File: src/hw/recovery_pkg.sv
// Command, error, register and operation enums, command structs, register byte lengths
package recovery_pkg;

  // Recovery command codes kept by this target
  typedef enum logic [7:0] {
    CMD_DEVICE_STATUS        = 8'd36,
    CMD_DEVICE_RESET         = 8'd37,
    CMD_RECOVERY_CTRL        = 8'd38,
    CMD_INDIRECT_FIFO_CTRL   = 8'd45,
    CMD_INDIRECT_FIFO_STATUS = 8'd46,
    CMD_INDIRECT_FIFO_DATA   = 8'd47
  } cmd_e;

  // Protocol error byte of DEVICE_STATUS
  typedef enum logic [7:0] {
    PROTO_OK        = 8'h0,
    PROTO_READ_ONLY = 8'h1,
    PROTO_PARAMETER = 8'h2,
    PROTO_LENGTH    = 8'h3,
    PROTO_CRC       = 8'h4
  } proto_err_e;

  // One index per 32-bit register word, multi-word registers are consecutive
  typedef enum logic [3:0] {
    REG_DEVICE_STATUS,
    REG_DEVICE_RESET,
    REG_RECOVERY_CTRL,
    REG_FIFO_CTRL_0,
    REG_FIFO_CTRL_1,
    REG_FIFO_STATUS_0,
    REG_FIFO_STATUS_1,
    REG_FIFO_STATUS_2,
    REG_FIFO_STATUS_3,
    REG_NONE
  } reg_e;

  typedef enum logic [1:0] {
    OP_CSR_WRITE,
    OP_CSR_READ,
    OP_FIFO_WRITE,
    OP_REJECT
  } op_e;

  typedef struct packed {
    logic        is_rd;
    cmd_e        code;
    logic [15:0] len;
    logic        error;
  } cmd_t;

  typedef struct packed {
    op_e         op;
    reg_e        base;
    logic [15:0] words;
    logic [15:0] rd_len;
    proto_err_e  status;
  } dec_t;

  // Register sizes in bytes
  localparam logic [15:0] LEN_DEVICE_STATUS = 16'd4;
  localparam logic [15:0] LEN_DEVICE_RESET  = 16'd3;
  localparam logic [15:0] LEN_RECOVERY_CTRL = 16'd3;
  localparam logic [15:0] LEN_FIFO_CTRL     = 16'd6;
  localparam logic [15:0] LEN_FIFO_STATUS   = 16'd16;

  localparam logic [7:0] IMAGE_ACTIVATE = 8'h0F;

endpackage
File: src/hw/recovery_executor_top.sv
// Recovery command executor top level: decode, sequencer, registers, FIFO and response
`timescale 1ns/100ps

module recovery_executor_top #(
  parameter int unsigned FifoDepth = 16
) (
  input  logic               clk_i,
  input  logic               rst_ni,
  // Decoded commands
  input  logic               cmd_valid_i,
  output logic               cmd_ready_o,
  input  recovery_pkg::cmd_t cmd_i,
  output logic               cmd_done_o,
  // Write data words
  input  logic               wr_valid_i,
  output logic               wr_ready_o,
  input  logic [31:0]        wr_data_i,
  // Read response length and bytes
  output logic               res_valid_o,
  input  logic               res_ready_i,
  output logic [15:0]        res_len_o,
  output logic               res_dvalid_o,
  input  logic               res_dready_i,
  output logic [7:0]         res_data_o,
  output logic               res_dlast_o,
  // CSR-side read port of the indirect FIFO
  output logic               fifo_rd_valid_o,
  input  logic               fifo_rd_ready_i,
  output logic [31:0]        fifo_rd_data_o,
  output logic               payload_available_o,
  output logic               image_activated_o
);
  import recovery_pkg::*;

  dec_t                         dec;
  logic                         dec_valid;
  logic                         idle;
  reg_e                         reg_idx;
  logic                         reg_we;
  logic [31:0]                  rd_word;
  proto_err_e                   done_status;
  logic                         fifo_written;
  logic                         fifo_push;
  logic                         fifo_clr;
  logic                         fifo_pop;
  logic                         fifo_empty;
  logic                         fifo_full;
  logic [$clog2(FifoDepth)-1:0] fifo_wr_idx;
  logic [$clog2(FifoDepth)-1:0] fifo_rd_idx;
  logic                         tx_load;
  logic [15:0]                  tx_len;
  logic [15:0]                  tx_words;
  logic                         word_req;

  assign fifo_pop = fifo_rd_valid_o & fifo_rd_ready_i;

  recovery_cmd_decode u_decode (
    .clk_i       (clk_i),
    .rst_ni      (rst_ni),
    .cmd_valid_i (cmd_valid_i),
    .cmd_ready_o (cmd_ready_o),
    .cmd_i       (cmd_i),
    .idle_i      (idle),
    .dec_valid_o (dec_valid),
    .dec_o       (dec)
  );

  recovery_sequencer u_sequencer (
    .clk_i          (clk_i),
    .rst_ni         (rst_ni),
    .dec_valid_i    (dec_valid),
    .dec_i          (dec),
    .wr_valid_i     (wr_valid_i),
    .wr_ready_o     (wr_ready_o),
    .fifo_full_i    (fifo_full),
    .word_req_i     (word_req),
    .idle_o         (idle),
    .reg_idx_o      (reg_idx),
    .reg_we_o       (reg_we),
    .fifo_push_o    (fifo_push),
    .tx_load_o      (tx_load),
    .tx_len_o       (tx_len),
    .tx_words_o     (tx_words),
    .done_o         (cmd_done_o),
    .done_status_o  (done_status),
    .fifo_written_o (fifo_written)
  );

  recovery_reg_bank #(
    .FifoDepth (FifoDepth)
  ) u_reg_bank (
    .clk_i               (clk_i),
    .rst_ni              (rst_ni),
    .reg_idx_i           (reg_idx),
    .reg_we_i            (reg_we),
    .wr_data_i           (wr_data_i),
    .done_i              (cmd_done_o),
    .done_status_i       (done_status),
    .fifo_written_i      (fifo_written),
    .fifo_pop_i          (fifo_pop),
    .fifo_empty_i        (fifo_empty),
    .fifo_full_i         (fifo_full),
    .fifo_wr_idx_i       (fifo_wr_idx),
    .fifo_rd_idx_i       (fifo_rd_idx),
    .rd_word_o           (rd_word),
    .fifo_clr_o          (fifo_clr),
    .payload_available_o (payload_available_o),
    .image_activated_o   (image_activated_o)
  );

  recovery_indirect_fifo #(
    .FifoDepth (FifoDepth)
  ) u_fifo (
    .clk_i       (clk_i),
    .rst_ni      (rst_ni),
    .push_i      (fifo_push),
    .push_data_i (wr_data_i),
    .clr_i       (fifo_clr),
    .pop_valid_o (fifo_rd_valid_o),
    .pop_ready_i (fifo_rd_ready_i),
    .pop_data_o  (fifo_rd_data_o),
    .empty_o     (fifo_empty),
    .full_o      (fifo_full),
    .wr_idx_o    (fifo_wr_idx),
    .rd_idx_o    (fifo_rd_idx)
  );

  recovery_resp_tx u_resp_tx (
    .clk_i        (clk_i),
    .rst_ni       (rst_ni),
    .load_i       (tx_load),
    .len_i        (tx_len),
    .words_i      (tx_words),
    .rd_word_i    (rd_word),
    .word_req_o   (word_req),
    .res_valid_o  (res_valid_o),
    .res_ready_i  (res_ready_i),
    .res_len_o    (res_len_o),
    .res_dvalid_o (res_dvalid_o),
    .res_dready_i (res_dready_i),
    .res_data_o   (res_data_o),
    .res_dlast_o  (res_dlast_o)
  );

endmodule

File: src/hw/recovery_resp_tx.sv
// Read response length handshake and word to byte serializer with last flag
`timescale 1ns/100ps

module recovery_resp_tx (
  input  logic        clk_i,
  input  logic        rst_ni,
  input  logic        load_i,
  input  logic [15:0] len_i,
  input  logic [15:0] words_i,
  input  logic [31:0] rd_word_i,
  output logic        word_req_o,
  output logic        res_valid_o,
  input  logic        res_ready_i,
  output logic [15:0] res_len_o,
  output logic        res_dvalid_o,
  input  logic        res_dready_i,
  output logic [7:0]  res_data_o,
  output logic        res_dlast_o
);
  logic [15:0] left_q;
  logic [1:0]  lane_q;
  logic [31:0] word_q;
  logic        len_xfer;
  logic        byte_xfer;
  logic        final_byte;
  logic        fetch;

  assign len_xfer   = res_valid_o & res_ready_i;
  assign byte_xfer  = res_dvalid_o & res_dready_i;
  // Last byte sits in the final word at lane (len - 1) mod 4
  assign final_byte = (left_q == '0) & (lane_q == (res_len_o[1:0] - 2'd1));
  // Also pulses once after the final byte so the sequencer can finish
  assign word_req_o = len_xfer | (byte_xfer & (final_byte | (lane_q == 2'd3)));
  assign fetch      = word_req_o & (left_q != '0);

  always_ff @(posedge clk_i or negedge rst_ni) begin
    if (!rst_ni) begin
      res_valid_o  <= 1'b0;
      res_dvalid_o <= 1'b0;
      left_q       <= '0;
      lane_q       <= '0;
    end else begin
      if (load_i) begin
        res_valid_o <= 1'b1;
        left_q      <= words_i;
      end else if (len_xfer) begin
        res_valid_o <= 1'b0;
      end
      if (fetch) begin
        res_dvalid_o <= 1'b1;
        left_q       <= left_q - 16'd1;
        lane_q       <= '0;
      end else if (byte_xfer) begin
        if (final_byte) res_dvalid_o <= 1'b0;
        lane_q <= lane_q + 2'd1;
      end
    end
  end

  always_ff @(posedge clk_i) begin
    if (load_i) res_len_o <= len_i;
    if (fetch) word_q <= rd_word_i;
  end

  // Least significant byte first
  assign res_data_o  = word_q[8*lane_q +: 8];
  assign res_dlast_o = res_dvalid_o & final_byte;

endmodule

File: src/hw/recovery_indirect_fifo.sv
// Indirect payload FIFO with wrapping indices, word count, flags and clear
`timescale 1ns/100ps

module recovery_indirect_fifo #(
  parameter int unsigned FifoDepth = 16
) (
  input  logic                         clk_i,
  input  logic                         rst_ni,
  input  logic                         push_i,
  input  logic [31:0]                  push_data_i,
  input  logic                         clr_i,
  output logic                         pop_valid_o,
  input  logic                         pop_ready_i,
  output logic [31:0]                  pop_data_o,
  output logic                         empty_o,
  output logic                         full_o,
  output logic [$clog2(FifoDepth)-1:0] wr_idx_o,
  output logic [$clog2(FifoDepth)-1:0] rd_idx_o
);
  localparam int unsigned IdxW = $clog2(FifoDepth);

  logic [31:0]   mem_q [FifoDepth];
  logic [IdxW:0] count_q;
  logic          do_push;
  logic          do_pop;

  assign do_push = push_i & ~full_o & ~clr_i;
  assign do_pop  = pop_valid_o & pop_ready_i & ~clr_i;

  // Indices wrap on their own since the depth is a power of two
  always_ff @(posedge clk_i or negedge rst_ni) begin
    if (!rst_ni) begin
      wr_idx_o <= '0;
      rd_idx_o <= '0;
      count_q  <= '0;
    end else if (clr_i) begin
      wr_idx_o <= '0;
      rd_idx_o <= '0;
      count_q  <= '0;
    end else begin
      if (do_push) wr_idx_o <= wr_idx_o + 1'b1;
      if (do_pop) rd_idx_o <= rd_idx_o + 1'b1;
      case ({do_push, do_pop})
        2'b10:   count_q <= count_q + 1'b1;
        2'b01:   count_q <= count_q - 1'b1;
        default: ;
      endcase
    end
  end

  always_ff @(posedge clk_i) begin
    if (do_push) begin
      mem_q[wr_idx_o] <= push_data_i;
    end
  end

  assign empty_o     = (count_q == '0);
  assign full_o      = (count_q == (IdxW + 1)'(FifoDepth));
  assign pop_valid_o = ~empty_o;
  assign pop_data_o  = mem_q[rd_idx_o];

endmodule

File: src/hw/recovery_reg_bank.sv
// Recovery registers, protocol status, read mux, FIFO clear, image activation, payload flag
`timescale 1ns/100ps

module recovery_reg_bank #(
  parameter int unsigned FifoDepth = 16
) (
  input  logic                         clk_i,
  input  logic                         rst_ni,
  input  recovery_pkg::reg_e           reg_idx_i,
  input  logic                         reg_we_i,
  input  logic [31:0]                  wr_data_i,
  input  logic                         done_i,
  input  recovery_pkg::proto_err_e     done_status_i,
  input  logic                         fifo_written_i,
  input  logic                         fifo_pop_i,
  input  logic                         fifo_empty_i,
  input  logic                         fifo_full_i,
  input  logic [$clog2(FifoDepth)-1:0] fifo_wr_idx_i,
  input  logic [$clog2(FifoDepth)-1:0] fifo_rd_idx_i,
  output logic [31:0]                  rd_word_o,
  output logic                         fifo_clr_o,
  output logic                         payload_available_o,
  output logic                         image_activated_o
);
  import recovery_pkg::*;

  logic [31:0] dev_reset_q;
  logic [31:0] rec_ctrl_q;
  logic [31:0] fifo_ctrl_0_q;
  logic [31:0] fifo_ctrl_1_q;
  proto_err_e  proto_q;

  always_ff @(posedge clk_i or negedge rst_ni) begin
    if (!rst_ni) begin
      dev_reset_q   <= '0;
      rec_ctrl_q    <= '0;
      fifo_ctrl_0_q <= '0;
      fifo_ctrl_1_q <= '0;
      proto_q       <= PROTO_OK;
    end else begin
      if (reg_we_i) begin
        case (reg_idx_i)
          REG_DEVICE_RESET:  dev_reset_q   <= wr_data_i;
          REG_RECOVERY_CTRL: rec_ctrl_q    <= wr_data_i;
          REG_FIFO_CTRL_0:   fifo_ctrl_0_q <= wr_data_i;
          REG_FIFO_CTRL_1:   fifo_ctrl_1_q <= wr_data_i;
          default: ;
        endcase
      end
      // Status of the finished command, seen by the next read
      if (done_i) proto_q <= done_status_i;
    end
  end

  // Reset request in FIFO_CTRL_0 byte 1
  assign fifo_clr_o = reg_we_i & (reg_idx_i == REG_FIFO_CTRL_0) & (wr_data_i[15:8] == 8'd1);

  always_ff @(posedge clk_i or negedge rst_ni) begin
    if (!rst_ni) begin
      payload_available_o <= 1'b0;
    end else if (fifo_written_i) begin
      payload_available_o <= 1'b1;
    end else if (fifo_pop_i) begin
      payload_available_o <= 1'b0;
    end
  end

  assign image_activated_o = (rec_ctrl_q[23:16] == IMAGE_ACTIVATE);

  always_comb begin
    case (reg_idx_i)
      REG_DEVICE_STATUS: rd_word_o = {16'd0, proto_q, 8'd0};
      REG_DEVICE_RESET:  rd_word_o = dev_reset_q;
      REG_RECOVERY_CTRL: rd_word_o = rec_ctrl_q;
      REG_FIFO_CTRL_0:   rd_word_o = fifo_ctrl_0_q;
      REG_FIFO_CTRL_1:   rd_word_o = fifo_ctrl_1_q;
      REG_FIFO_STATUS_0: rd_word_o = {30'd0, fifo_full_i, fifo_empty_i};
      REG_FIFO_STATUS_1: rd_word_o = 32'(fifo_wr_idx_i);
      REG_FIFO_STATUS_2: rd_word_o = 32'(fifo_rd_idx_i);
      REG_FIFO_STATUS_3: rd_word_o = 32'(FifoDepth);
      default:           rd_word_o = '0;
    endcase
  end

endmodule

File: src/hw/recovery_sequencer.sv
// Control FSM for write words, read word requests and command completion
`timescale 1ns/100ps

module recovery_sequencer (
  input  logic                     clk_i,
  input  logic                     rst_ni,
  input  logic                     dec_valid_i,
  input  recovery_pkg::dec_t       dec_i,
  input  logic                     wr_valid_i,
  output logic                     wr_ready_o,
  input  logic                     fifo_full_i,
  input  logic                     word_req_i,
  output logic                     idle_o,
  output recovery_pkg::reg_e       reg_idx_o,
  output logic                     reg_we_o,
  output logic                     fifo_push_o,
  output logic                     tx_load_o,
  output logic [15:0]              tx_len_o,
  output logic [15:0]              tx_words_o,
  output logic                     done_o,
  output recovery_pkg::proto_err_e done_status_o,
  output logic                     fifo_written_o
);
  import recovery_pkg::*;

  typedef enum logic [1:0] {
    IDLE,
    WRITE,
    READ,
    DONE
  } state_e;

  state_e      state_q;
  state_e      state_d;
  op_e         op_q;
  reg_e        idx_q;
  logic [15:0] cnt_q;
  proto_err_e  status_q;
  logic        start;
  logic        wr_xfer;
  logic        step;

  assign start   = (state_q == IDLE) & dec_valid_i;
  assign wr_xfer = wr_valid_i & wr_ready_o;
  // One register word consumed, either written or fetched by the serializer
  assign step    = wr_xfer | ((state_q == READ) & word_req_i & (cnt_q != '0));

  always_comb begin
    state_d = state_q;
    case (state_q)
      IDLE: begin
        if (dec_valid_i) begin
          if (dec_i.op == OP_CSR_READ) state_d = READ;
          else if (dec_i.op == OP_REJECT || dec_i.words == '0) state_d = DONE;
          else state_d = WRITE;
        end
      end
      WRITE: if (wr_xfer && cnt_q == 16'd1) state_d = DONE;
      // Request with no words left means the last byte went out
      READ: if (word_req_i && cnt_q == '0) state_d = DONE;
      DONE: state_d = IDLE;
      default: state_d = IDLE;
    endcase
  end

  always_ff @(posedge clk_i or negedge rst_ni) begin
    if (!rst_ni) begin
      state_q <= IDLE;
      op_q    <= OP_CSR_WRITE;
      idx_q   <= REG_DEVICE_STATUS;
      cnt_q   <= '0;
    end else begin
      state_q <= state_d;
      if (start) begin
        op_q  <= dec_i.op;
        idx_q <= dec_i.base;
        cnt_q <= dec_i.words;
      end else if (step) begin
        cnt_q <= cnt_q - 16'd1;
        if (idx_q != REG_NONE) idx_q <= reg_e'(idx_q + 4'd1);
      end
    end
  end

  always_ff @(posedge clk_i) begin
    if (start) begin
      status_q <= dec_i.status;
    end
  end

  assign idle_o      = (state_q == IDLE);
  // FIFO writes wait while the FIFO is full
  assign wr_ready_o  = (state_q == WRITE) & ~((op_q == OP_FIFO_WRITE) & fifo_full_i);
  assign reg_idx_o   = idx_q;
  assign reg_we_o    = wr_xfer & (op_q == OP_CSR_WRITE);
  assign fifo_push_o = wr_xfer & (op_q == OP_FIFO_WRITE);

  assign tx_load_o  = start & (dec_i.op == OP_CSR_READ);
  assign tx_len_o   = dec_i.rd_len;
  assign tx_words_o = dec_i.words;

  assign done_o         = (state_q == DONE);
  assign done_status_o  = status_q;
  assign fifo_written_o = done_o & (op_q == OP_FIFO_WRITE);

endmodule

File: src/hw/recovery_cmd_decode.sv
// Command acceptance, decoding rules, base register and byte length lookup
`timescale 1ns/100ps

module recovery_cmd_decode (
  input  logic               clk_i,
  input  logic               rst_ni,
  input  logic               cmd_valid_i,
  output logic               cmd_ready_o,
  input  recovery_pkg::cmd_t cmd_i,
  input  logic               idle_i,
  output logic               dec_valid_o,
  output recovery_pkg::dec_t dec_o
);
  import recovery_pkg::*;

  dec_t        dec_d;
  logic [15:0] byte_len;
  logic        known;
  logic        is_fifo_data;

  function automatic logic [15:0] to_words(logic [15:0] n);
    return (n >> 2) + 16'(|n[1:0]);
  endfunction

  // Sequencer stays idle during the hand-over cycle, so block a second accept there
  assign cmd_ready_o  = idle_i & ~dec_valid_o;
  assign is_fifo_data = (cmd_i.code == CMD_INDIRECT_FIFO_DATA);

  always_comb begin
    dec_d.base = REG_NONE;
    byte_len   = '0;
    case (cmd_i.code)
      CMD_DEVICE_STATUS:        dec_d.base = REG_DEVICE_STATUS;
      CMD_DEVICE_RESET:         dec_d.base = REG_DEVICE_RESET;
      CMD_RECOVERY_CTRL:        dec_d.base = REG_RECOVERY_CTRL;
      CMD_INDIRECT_FIFO_CTRL:   dec_d.base = REG_FIFO_CTRL_0;
      CMD_INDIRECT_FIFO_STATUS: dec_d.base = REG_FIFO_STATUS_0;
      default:                  dec_d.base = REG_NONE;
    endcase
    case (cmd_i.code)
      CMD_DEVICE_STATUS:        byte_len = LEN_DEVICE_STATUS;
      CMD_DEVICE_RESET:         byte_len = LEN_DEVICE_RESET;
      CMD_RECOVERY_CTRL:        byte_len = LEN_RECOVERY_CTRL;
      CMD_INDIRECT_FIFO_CTRL:   byte_len = LEN_FIFO_CTRL;
      CMD_INDIRECT_FIFO_STATUS: byte_len = LEN_FIFO_STATUS;
      default:                  byte_len = '0;
    endcase
    known = (dec_d.base != REG_NONE) | is_fifo_data;

    // Rules in priority order
    if (cmd_i.error) dec_d.status = PROTO_CRC;
    else if (!known) dec_d.status = PROTO_PARAMETER;
    else if (cmd_i.is_rd && is_fifo_data) dec_d.status = PROTO_PARAMETER;
    else if (!cmd_i.is_rd && (cmd_i.code == CMD_DEVICE_STATUS ||
                              cmd_i.code == CMD_INDIRECT_FIFO_STATUS)) begin
      dec_d.status = PROTO_READ_ONLY;
    end else if (!cmd_i.is_rd && !is_fifo_data && cmd_i.len > byte_len) begin
      dec_d.status = PROTO_LENGTH;
    end else dec_d.status = PROTO_OK;

    if (dec_d.status != PROTO_OK) dec_d.op = OP_REJECT;
    else if (cmd_i.is_rd) dec_d.op = OP_CSR_READ;
    else if (is_fifo_data) dec_d.op = OP_FIFO_WRITE;
    else dec_d.op = OP_CSR_WRITE;

    // Reads return the whole register, writes take what the host sends
    dec_d.rd_len = byte_len;
    if (dec_d.op == OP_REJECT) dec_d.words = '0;
    else if (cmd_i.is_rd) dec_d.words = to_words(byte_len);
    else dec_d.words = to_words(cmd_i.len);
  end

  always_ff @(posedge clk_i or negedge rst_ni) begin
    if (!rst_ni) begin
      dec_valid_o <= 1'b0;
    end else begin
      dec_valid_o <= cmd_valid_i & cmd_ready_o;
    end
  end

  always_ff @(posedge clk_i) begin
    if (cmd_valid_i && cmd_ready_o) begin
      dec_o <= dec_d;
    end
  end

endmodule

File: config.mk
export PLATFORM = sky130hd
export DESIGN_NAME = recovery_executor_top
export DESIGN_NICKNAME = d
export VERILOG_FILES = /design/src/hw/recovery_pkg.sv /design/src/hw/recovery_executor_top.sv /design/src/hw/recovery_resp_tx.sv /design/src/hw/recovery_indirect_fifo.sv /design/src/hw/recovery_reg_bank.sv /design/src/hw/recovery_sequencer.sv /design/src/hw/recovery_cmd_decode.sv
export SDC_FILE = /design/constraint.sdc
export NUM_CORES = 1
export LEC_CHECK = 0
export ABC_AREA = 1
export BUFFER_PORTS_ARGS = -buffer_cell sky130_fd_sc_hd__buf_2
export CAP_MARGIN = 10
export CORE_ASPECT_RATIO = 0.7
export CORE_UTILIZATION = 55
export CTS_CLUSTER_DIAMETER = 200
export DETAILED_ROUTE_END_ITERATION = 7
export PLACE_DENSITY = 0.75
export SKIP_CTS_REPAIR_TIMING = 1
export SYNTH_ARGS = -nofsm -noshare
export SYNTH_HDL_FRONTEND = slang
export SYNTH_SLANG_ARGS = --single-unit
export TNS_END_PERCENT = 20
File: constraint.sdc
create_clock -name clk_i -period 3.3 [get_ports clk_i]
set_clock_uncertainty 0.05 [all_clocks]
set_input_delay 0.165 -clock clk_i [delete_from_list [all_inputs] [get_ports clk_i]]
set_output_delay 0.165 -clock clk_i [all_outputs]
set_load 0.005 [all_outputs]
==> Yosys cells after proc, flatten, opt, wreduce, memory -nomap -nowiden <==
Memory sizes are Yosys's and may differ from the RTL's.
Index checks and enable logic that the tools add are counted.
{ "op_classes": {"n_addsub": 11, "magnitude_cmp": 1, "eq_ne": 34, "n_shift": 1, "n_mux": 42, "bitwise_logic": 33, "reduce_logical": 41} }
{ "op_table": {"columns": ["op", "n"], "rows": [
  ["32-bit case mux with 9 select lines", 1],
  ["16-bit 2-to-1 mux", 5],
  ["8-bit by 6-bit equality test with 1-bit output, second input constant", 6],
  ["16-bit zero test", 3],
  ["8-bit 2-to-1 mux", 4],
  ["16-bit nonzero test", 2],
  ["32-bit by 6-bit indexed part select with 8-bit output", 1],
  ["16-bit by 1-bit subtractor with 16-bit output, second input constant", 2],
  ["4-bit 2-to-1 mux", 7],
  ["1-bit AND", 24],
  ["2-bit 2-to-1 mux", 11],
  ["4-bit case mux with 5 select lines", 1],
  ["5-bit case mux with 4 select lines", 1],
  ["2-bit nonzero test", 9],
  ["16-bit by 1-bit equality test with 1-bit output, second input constant", 1],
  ["4-bit by 3-bit equality test with 1-bit output, second input constant", 4],
  ["16-bit by 5-bit > comparator with 1-bit output", 1],
  ["14-bit by 1-bit adder with 15-bit output", 1],
  ["2-bit equality test, second input constant", 7],
  ["4-bit by 1-bit adder with 4-bit output, second input constant", 3],
  ["2-bit AND reduction", 6],
  ["5-bit case mux with 2 select lines", 1],
  ["1-bit 2-to-1 mux", 9],
  ["4-bit by 2-bit equality test with 1-bit output, second input constant", 2],
  ["other kinds (29)", 51]
]} }
{ "word_totals": {"regBits": 297, "ramBits": 512, "output_inout_bits": 65, "mem_count": 1} }
{ "memory_table": {"columns": ["memory", "words", "width", "read_ports", "rd_clocked_by_memory_dff", "write_ports", "line", "source"], "rows": [
  ["u_fifo.mem_q", 16, 32, 1, 0, 1, "recovery_indirect_fifo.sv:22", "logic [31:0] mem_q [FifoDepth];"]
]} }

==> Longest topological paths before layout <==
Gate-level depths: netlist (run 1).
{ "depth": {"ltp_word": 13, "depth_mapped": 19, "ltp_nobuf": 19} }

==> By module <==
Synthesis (run 1) repeated with hierarchy kept, for this count alone.
{ "unflattened": {"cells_unflattened": 3257, "area_unflattened_um2": 34625.7} }
{ "modules_own_cells": {"columns": ["module", "n_inst", "cells_per_inst", "area_per_inst_um2"], "rows": [
  ["recovery_indirect_fifo", 1, 1607, 20787.4],
  ["recovery_reg_bank", 1, 812, 6475.0],
  ["recovery_resp_tx", 1, 299, 3083.0],
  ["recovery_sequencer", 1, 328, 2332.2],
  ["recovery_cmd_decode", 1, 209, 1940.6],
  ["recovery_executor_top", 1, 2, 7.5]
]} }

==> Worst setup path after synthesis (run 1) <==
Ideal clock, no wire load.
{ "synth_path": {"path_kind": "flip-flop to flip-flop", "start": "reg u_sequencer.state_q[1]", "end": "mem u_fifo.mem_q[0][0] (enable)", "setup_time_ns": 0.421, "arrival_ns": 2.729, "setup_slack_ns": 0.100, "path_stages_with_launch": 11, "n_path_buf": 0, "path_cell_list": "dfrtp_1 inv_1 ha_1 inv_1 a21oi_1 nand2_1 inv_1 nand2_1 inv_2 nand2_1 nor2_1"} }
{ "synth_via": {"elab_chain_len": 10, "elab_cells_between_ends": 12, "cone_classes": "eq/ne (1); mux (2); bitwise (9)"} }
{ "synth_rtl": {"columns": ["element", "line", "source"], "rows": [
  ["start, declared", "recovery_sequencer.sv:33", "state_e state_q;"],
  ["start signal, assigned", "recovery_sequencer.sv:73", "state_q <= state_d;"],
  ["2-bit by 1-bit equality test with 1-bit output *", "recovery_sequencer.sv:93", "assign wr_ready_o = (state_q == WRITE) & ~((op_q == OP_FIFO_WRITE) & fifo_full_i);"],
  ["1-bit AND *", "recovery_sequencer.sv:93", null],
  ["net wr_ready_o", "recovery_executor_top.sv:16", "output logic wr_ready_o,"],
  ["1-bit AND *", "recovery_sequencer.sv:44", "assign wr_xfer = wr_valid_i & wr_ready_o;"],
  ["1-bit AND", "recovery_sequencer.sv:95", "assign reg_we_o = wr_xfer & (op_q == OP_CSR_WRITE);"],
  ["1-bit AND (2 in a row)", "recovery_reg_bank.sv:56", "assign fifo_clr_o = reg_we_i & (reg_idx_i == REG_FIFO_CTRL_0) & (wr_data_i[15:8] == 8'd1);"],
  ["1-bit inverter", "recovery_indirect_fifo.sv:27", "assign do_push = push_i & ~full_o & ~clr_i;"],
  ["1-bit AND *", "recovery_indirect_fifo.sv:27", null],
  ["1-bit 2-to-1 mux *", "recovery_indirect_fifo.sv:52", "if (do_push) begin"],
  ["1-bit 2-to-1 mux (implied by the code) *", "recovery_indirect_fifo.sv:53", "mem_q[wr_idx_o] <= push_data_i;"],
  ["end, declared", "recovery_indirect_fifo.sv:22", null]
]} }
The timed path passes the listed nets; every way through them passes the cells marked *.

==> Worst setup path after layout (run 1) <==
{ "layout_path": {"start": "reg u_fifo.rd_idx_o[1]", "end": "out fifo_rd_data_o[5]"} }
{ "layout_via": {"elab_chain_len": 1} }
{ "layout_rtl": {"columns": ["element", "line", "source"], "rows": [
  ["start, declared", "recovery_indirect_fifo.sv:18", "output logic [$clog2(FifoDepth)-1:0] rd_idx_o"],
  ["start signal, assigned", "recovery_indirect_fifo.sv:42", "if (do_pop) rd_idx_o <= rd_idx_o + 1'b1;"],
  ["memory read 16 x 32 bit", null, null],
  ["end, declared", "recovery_executor_top.sv:29", "output logic [31:0] fifo_rd_data_o,"]
]} }
Every way passes these cells.

==> impl_metrics.py, run 1 <==
metrics = {
    "critical_path": {
        "worstPathArrival_ns": 3.00,
        "crit_fanout": 67,
        "path_class": "reg -> out",
        "startpoint_type": "flip-flop",
        "worstSetupEndpointType": "output pin",
        "cp_data_required_time_ns": 3.08,
    },
    "placement": {
        "io_buffer_count": 117,
        "place_hpwl_um": 53600,
        "gp_congestion": 0.901,
        "dp_cells": 3672,
    },
    "routing": {
        "via_per_inst": 6.00,
        "drt_first_pass_iters": 6,
        "drt-total-wl_um": 85500,
        "routed-via-count": 23100,
        "drt-initial-drc-count": 3122,
        "final_antenna_net_count": 0,
        "post-route-drc-count": 0,
        "wl_per_cell_um": 22.2,
    },
    "clock_network": {
        "clock_sinks": 769,
        "clkTransAtPathRegs_ns": 0.07,
        "clockBufferDepth": 3,
        "clockRootBuffer": "clkbuf_16",
        "cts-htree-levels": 3,
        "numCtsBuffers": 72,
        "insertion_delay_ns": 0.61,
        "cts_tree": "yes",
    },
    "sta": {
        "max_slew_margin_pct": 41.0,
        "fin_crit_ns": 3.21,
        "period_share_pct": 97.3,
        "finalSetupViolCount": 0,
        "tightest_slew_ns": 0.885,
        "grt_setup_unrepaired": "true",
        "hold_viol_final": 0,
        "timing.fmax_mhz": 311,
        "slew_viol_final": 0,
    },
    "global_routing": {
        "grt_max_degree": 120,
        "first_global_vias": 21800,
        "grt_pass1_wl_um": 127000,
        "antenna_found_initial": 4,
        "grt_usage_pct": 28.0,
        "gr-total-overflow": 0,
    },
    "layout": {
        "final_cell_mix": "edfxtp_1 (579), nand2_1 (506), o21ai_0 (367), nor2_1 (237), inv_1 (213)",
        "nets": 3124,
        "final_common_cell": "edfxtp_1",
        "drive_gt1_share_pct": 13.2,
        "final_cells": 3849,
        "syn_to_final_growth_pct": 14.2,
    },
    "die": {
        "core_area_um2": 58300,
        "die_x_um": 293,
        "die-height_um": 205,
        "dieArea_um2": 60100,
        "io_pins": 130,
        "start_util_pct": 55.7,
        "fp-row-count": 74,
    },
    "worst_hold_path": {
        "hp-class": "in -> reg",
    },
    "synth": {
        "yosysSeqAreaShare_pct": 68.1,
        "ys.flop_type": "edfxtp_1",
        "synth_cell_types": 53,
        "ys_ff_latch": 769,
        "syn_avg_cell_area_um2": 11.4,
        "yosys_warnings": 0,
        "synthCells": 2863,
        "async_reset_ff_share_pct": 24.7,
        "synth_edf_count": 579,
        "synth_area_um2": 32500,
    },
    "power_and_ir_drop": {
        "p_leak_uw": 0.0144,
        "ir_worst_vdd_mv": 0.466,
        "power_uw": 30100,
        "power_density_nw_per_um2": 811,
    },
    "run": {
        "cap_violations": 0,
    },
    "status": {
        "outcome": "finished, final reports clean",
    },
}
[layout make-up]
class,instances,area [um^2]
fillers,4270,21200
diodes,2,5.00
flip-flops and latches,769,22100
repair buffers,240,1830
well taps,760,951
clock inverters,37,410
multi-input cells,1717,8950
clock buffers,95,1950
inverters,229,875
[metrics by stage]
stage                     area [um^2]  hold slack (ns)  setup TNS [ns]  setup slack, ns  utilization [%]
after floorplan                 32500           -0.181               0           0.0996                -
after global placement          34300            0.253               0            0.340             58.8
after detailed placement        34300            0.269               0            0.316             58.8
after CTS                       36700           -0.376          -0.115          -0.0769             62.8
after global routing            37100          0.00328         -0.0115          -0.0115             63.6
final                           37100          0.00970               0           0.0877             63.6
[flip-flops by register name, indices dropped and copies added, names as in the netlist, 5 cells and up]
| name | cells |
|---|---|
| u_decode.dec_o | 28 |
| u_fifo.count_q | 5 |
| u_fifo.mem_q | 512 |
| u_reg_bank.dev_reset_q | 32 |
| u_reg_bank.fifo_ctrl_0_q | 32 |
| u_reg_bank.fifo_ctrl_1_q | 32 |
| u_reg_bank.rec_ctrl_q | 32 |
| u_resp_tx.left_q | 16 |
| u_resp_tx.word_q | 32 |
| u_sequencer.cnt_q | 16 |
[report_power, final]
group,switching (uW),internal (uW),total [uW]
Sequential,840,11700,12500
Combinational,6250,3000,9260
Clock,3580,4760,8340
Total,10700,19400,30100
[critical path, stage by stage (launching register included)]
cell,delay [ns]
dfrtp_2,0.55
inv_2,0.11
buf_4,0.70
o21ai_0,0.26
o221ai_1,0.24
nand4_1,0.22
nand2_1,0.14
buf_2,0.12
[path summary, 6_finish.rpt]
path | depth (start not counted) | from | slack [ns] | end
worst min-delay path | 5 | cmd_i[15] | 0.01 | u_decode.dec_o[38]
min in group asynchronous | 2 | rst_ni | 0.15 | u_resp_tx.left_q[10]
worst max-delay path | 7 | u_fifo.rd_idx_o[1] | 0.09 | fifo_rd_data_o[5]
worst min register to register | 0 | u_decode.dec_o[12] | 0.38 | u_resp_tx.res_len_o[4]
max in group asynchronous | 3 | rst_ni | 2.16 | u_sequencer.op_q[1]
worst max register to register | 14 | u_sequencer.state_q[1] | 0.41 | u_fifo.count_q[4]
[cells by family (layout without fill, tap and decap cells)]
family	count (synthesis)	after routing	share of synthesized area (%)
flops	769	769	68.1
other cells	1	14	0.0115
compound gates	671	671	11.7
fa+ha+maj	30	30	1.18
simple gates	936	936	12.0
mux	32	32	1.10
xor+xnor	36	36	0.970
buf+inv	388	601	4.94
[Yosys cell counts, drive strengths merged, types with 2 or more instances]
| master | instances | area, um^2 |
|---|---|---|
| a21boi | 2 | 15.0 |
| a21oi | 125 | 626 |
| a221oi | 46 | 403 |
| a31oi | 2 | 12.5 |
| a32o | 2 | 20.0 |
| and2 | 2 | 15.0 |
| buf | 60 | 367 |
| clkbuf | 99 | 375 |
| clkinv | 4 | 15.0 |
| dfrtp | 190 | 4750 |
| edfxtp | 579 | 17400 |
| ha | 29 | 363 |
| inv | 225 | 847 |
| mux2 | 30 | 338 |
| mux2i | 2 | 20.0 |
| nand2 | 518 | 1980 |
| nand3 | 90 | 460 |
| nand4 | 36 | 231 |
| nor2 | 269 | 1070 |
| nor3 | 12 | 60.1 |
| nor4 | 5 | 46.3 |
| o2111ai | 2 | 17.5 |
| o211ai | 4 | 30.0 |
| o21ai | 378 | 1910 |
| o221ai | 28 | 245 |
| o22ai | 79 | 494 |
| or2 | 2 | 12.5 |
| xnor2 | 10 | 87.6 |
| xor2 | 26 | 228 |
[routing by layer]
| metal | track usage (%) | vias up | part of all wire (%) |
|---|---|---|---|
| met5 | 0 | - | 0.020 |
| met2 | 42.0 | 1256 | 45 |
| met1 | 40.5 | 11300 | 42 |
| met3 | 6.77 | 142 | 11 |
| li1 | - | 10400 | - |
| met4 | 9.03 | 2 | 2.6 |
Note: power is estimated with default switching activity, not from simulation.
==> run 2, diff against run 1 <==
--- a/config.mk
+++ b/config.mk
@@ -6,7 +6,7 @@
 export NUM_CORES = 1
 export LEC_CHECK = 0
 export ABC_AREA = 1
-export BUFFER_PORTS_ARGS = -buffer_cell sky130_fd_sc_hd__buf_2
+export BUFFER_PORTS_ARGS = -buffer_cell sky130_fd_sc_hd__buf_4
 export CAP_MARGIN = 10
 export CORE_ASPECT_RATIO = 0.7
 export CORE_UTILIZATION = 55
==> run 2 against run 1 <==
The flow now finishes with violations (hold timing). Clock-buffer cell count decreased by 4. Via count grew 1.4%. Global-route usage rose by 0.72 points. Flip-flop and latch count unchanged. Sequential share of layout area fell by 0.53 points. Total power rose by 1.8%. Final cell count is 0.13% lower. Core utilization rose by 0.57 points. Die area unchanged. Fmax grew 1.7%. Routed wire length up 0.83%. Combinational power rose by 4.3%. Critical endpoint is now fifo_rd_data_o[2]. Largest power group unchanged.
==> impl_metrics.py, run 2 (synthesis gave the netlist of run 1 again) <==
metrics = {
    "layout": {
        "diodes": 0,
        "final_cells": 3844,
        "final_cell_mix": "edfxtp_1 (579), nand2_1 (506), o21ai_0 (367), nor2_1 (237), inv_1 (212)",
        "fin_util_pct": 64.2,
        "nets": 3121,
        "top_register": "u_fifo.mem_q",
        "fin_area_um2": 37500,
        "largest_register_ffs": 512,
        "final_common_cell": "edfxtp_1",
        "syn_to_final_growth_pct": 15.2,
        "drive_gt1_share_pct": 13.1,
    },
    "power_and_ir_drop": {
        "power_frac_comb_pct": 31.5,
        "pwr-share-clk_pct": 27.9,
        "p_switching_uw": 10900,
        "p_leak_uw": 0.0144,
        "switching_share_pct": 35.4,
        "ir_worst_vdd_mv": 0.518,
        "power_density_nw_per_um2": 819,
        "power_frac_seq_pct": 40.6,
        "p_int_uw": 19800,
    },
    "die": {
        "die-height_um": 205,
        "fp-row-count": 74,
        "dieArea_um2": 60100,
        "io_pins": 130,
        "core_area_um2": 58300,
        "start_util_pct": 55.7,
        "die_x_um": 293,
    },
    "critical_path": {
        "startpoint_type": "flip-flop",
        "slowest_delay_ns": 0.71,
        "cp_data_required_time_ns": 3.08,
        "cp_slowest_cell": "dfrtp_4",
        "path_class": "reg -> out",
        "worstSetupEndpointType": "output pin",
        "worstPathArrival_ns": 2.94,
        "critPathTopFamily": "buffers and inverters",
        "cp_num_buf_inv": 3,
        "crit_fanout": 60,
        "crit_path_cell_trace": "clkinv_8 > buf_4 > o21ai_0 > o22ai_1 > o21ai_0 > nand2_1 > buf_4",
    },
    "routing": {
        "drt-initial-drc-count": 3005,
        "drt_first_pass_iters": 8,
        "wl_per_cell_um": 22.4,
        "routed-via-count": 23400,
        "via_per_inst": 6.09,
        "drt-total-wl_um": 86200,
        "final_antenna_net_count": 0,
        "post-route-drc-count": 0,
    },
    "global_routing": {
        "first_global_vias": 22300,
        "gr-usage-met3_pct": 6.41,
        "grt_util_met2_pct": 43.7,
        "top_usage_layer": "met2",
        "met1_usage_pct": 42.2,
        "grt_max_degree": 116,
        "grt_pass1_wl_um": 131000,
        "gr-total-overflow": 0,
        "antenna_found_initial": 3,
        "grt_usage_pct": 28.7,
    },
    "sta": {
        "slew_viol_final": 0,
        "hold_viol_final": 1,
        "whs_ns": -0.00678,
        "period_share_pct": 95.7,
        "grt_setup_unrepaired": "false",
        "timing.fmax_mhz": 317,
        "max_slew_margin_pct": 39.5,
        "fin_crit_ns": 3.16,
        "finalSetupViolCount": 0,
        "tightest_slew_ns": 0.907,
    },
    "clock_network": {
        "clkTransAtPathRegs_ns": 0.07,
        "insertion_delay_ns": 0.63,
        "clockBufferDepth": 3,
        "numCtsBuffers": 72,
        "cts-htree-levels": 3,
        "cts_tree": "yes",
        "clock_sinks": 769,
        "clockRootBuffer": "clkbuf_16",
    },
    "worst_hold_path": {
        "hp-class": "in -> reg",
    },
    "placement": {
        "postPlaceCellArea_um2": 34600,
        "dp_cells": 3666,
        "io_buffer_count": 117,
        "place_hpwl_um": 53000,
        "gp_congestion": 0.950,
    },
    "status": {
        "outcome": "complete, but fails checks",
        "violations": "hold timing",
    },
    "run": {
        "cap_violations": 0,
    },
}
run 2: power by group through the flow:
stage | sequential, uW | combinational (uW) | clock, uW
after global routing | 12500 | 10500 | 8970
after CTS | 12400 | 9440 | 8610
final | 12400 | 9660 | 8560
after global placement | 12500 | 9060 | 0
after detailed placement | 12600 | 9360 | 0
after floorplan | 12300 | 5780 | 0
run 2: per-stage QoR:
stage	TNS [ns]	total power [uW]	hold slack, ns	worst slack [ns]
2_1_floorplan	0	18100	-0.181	0.0996
3_3_place_gp	0	21600	0.190	0.534
3_5_place_dp	0	21900	0.192	0.471
4_1_cts	-0.0476	30500	-0.461	-0.0421
5_1_grt	0	32000	0.00947	0.00609
6_report	0	30700	-0.00678	0.143
run 2: worst paths after layout:
check                                       startpoint                      endpoint  slack (ns)  cells after the start
worst max-delay path                u_fifo.rd_idx_o[0]             fifo_rd_data_o[2]        0.14                      7
worst min-delay path                          cmd_i[6]            u_decode.dec_o[27]      -0.007                      5
worst max register to register  u_sequencer.state_q[1]             u_fifo.count_q[4]        0.39                     15
worst min register to register      u_decode.dec_o[12]        u_resp_tx.res_len_o[4]        0.37                      0
max in group asynchronous                       rst_ni          u_sequencer.cnt_q[1]        2.12                      3
min in group asynchronous                       rst_ni  u_reg_bank.fifo_ctrl_0_q[17]        0.09                      2
run 2: layout make-up:
type | instances | area, um^2
timing repair buffer | 237 | 2110
clock inverter | 41 | 472
fill | 4261 | 20900
tap | 760 | 951
multi-input combinational | 1717 | 8950
inverter | 229 | 878
clock buffer | 91 | 1950
sequential | 769 | 22100
run 2: worst register-to-register path: cells and delay by family (launching register included):
kind | cells | cell delay (ns)
adders and majority gates | 3 | 0.89
AOI/OAI and AO/OA | 4 | 0.62
and+or+nand+nor | 5 | 0.60
DFF | 1 | 0.42
buffers and inverters | 3 | 0.26
run 2: layer usage:
metal / vias up / share of wire, %
li1: 10400 / -
met3: 172 / 12
met4: 4 / 2.1
met5: - / 0.031
met2: 1383 / 45
met1: 11500 / 42
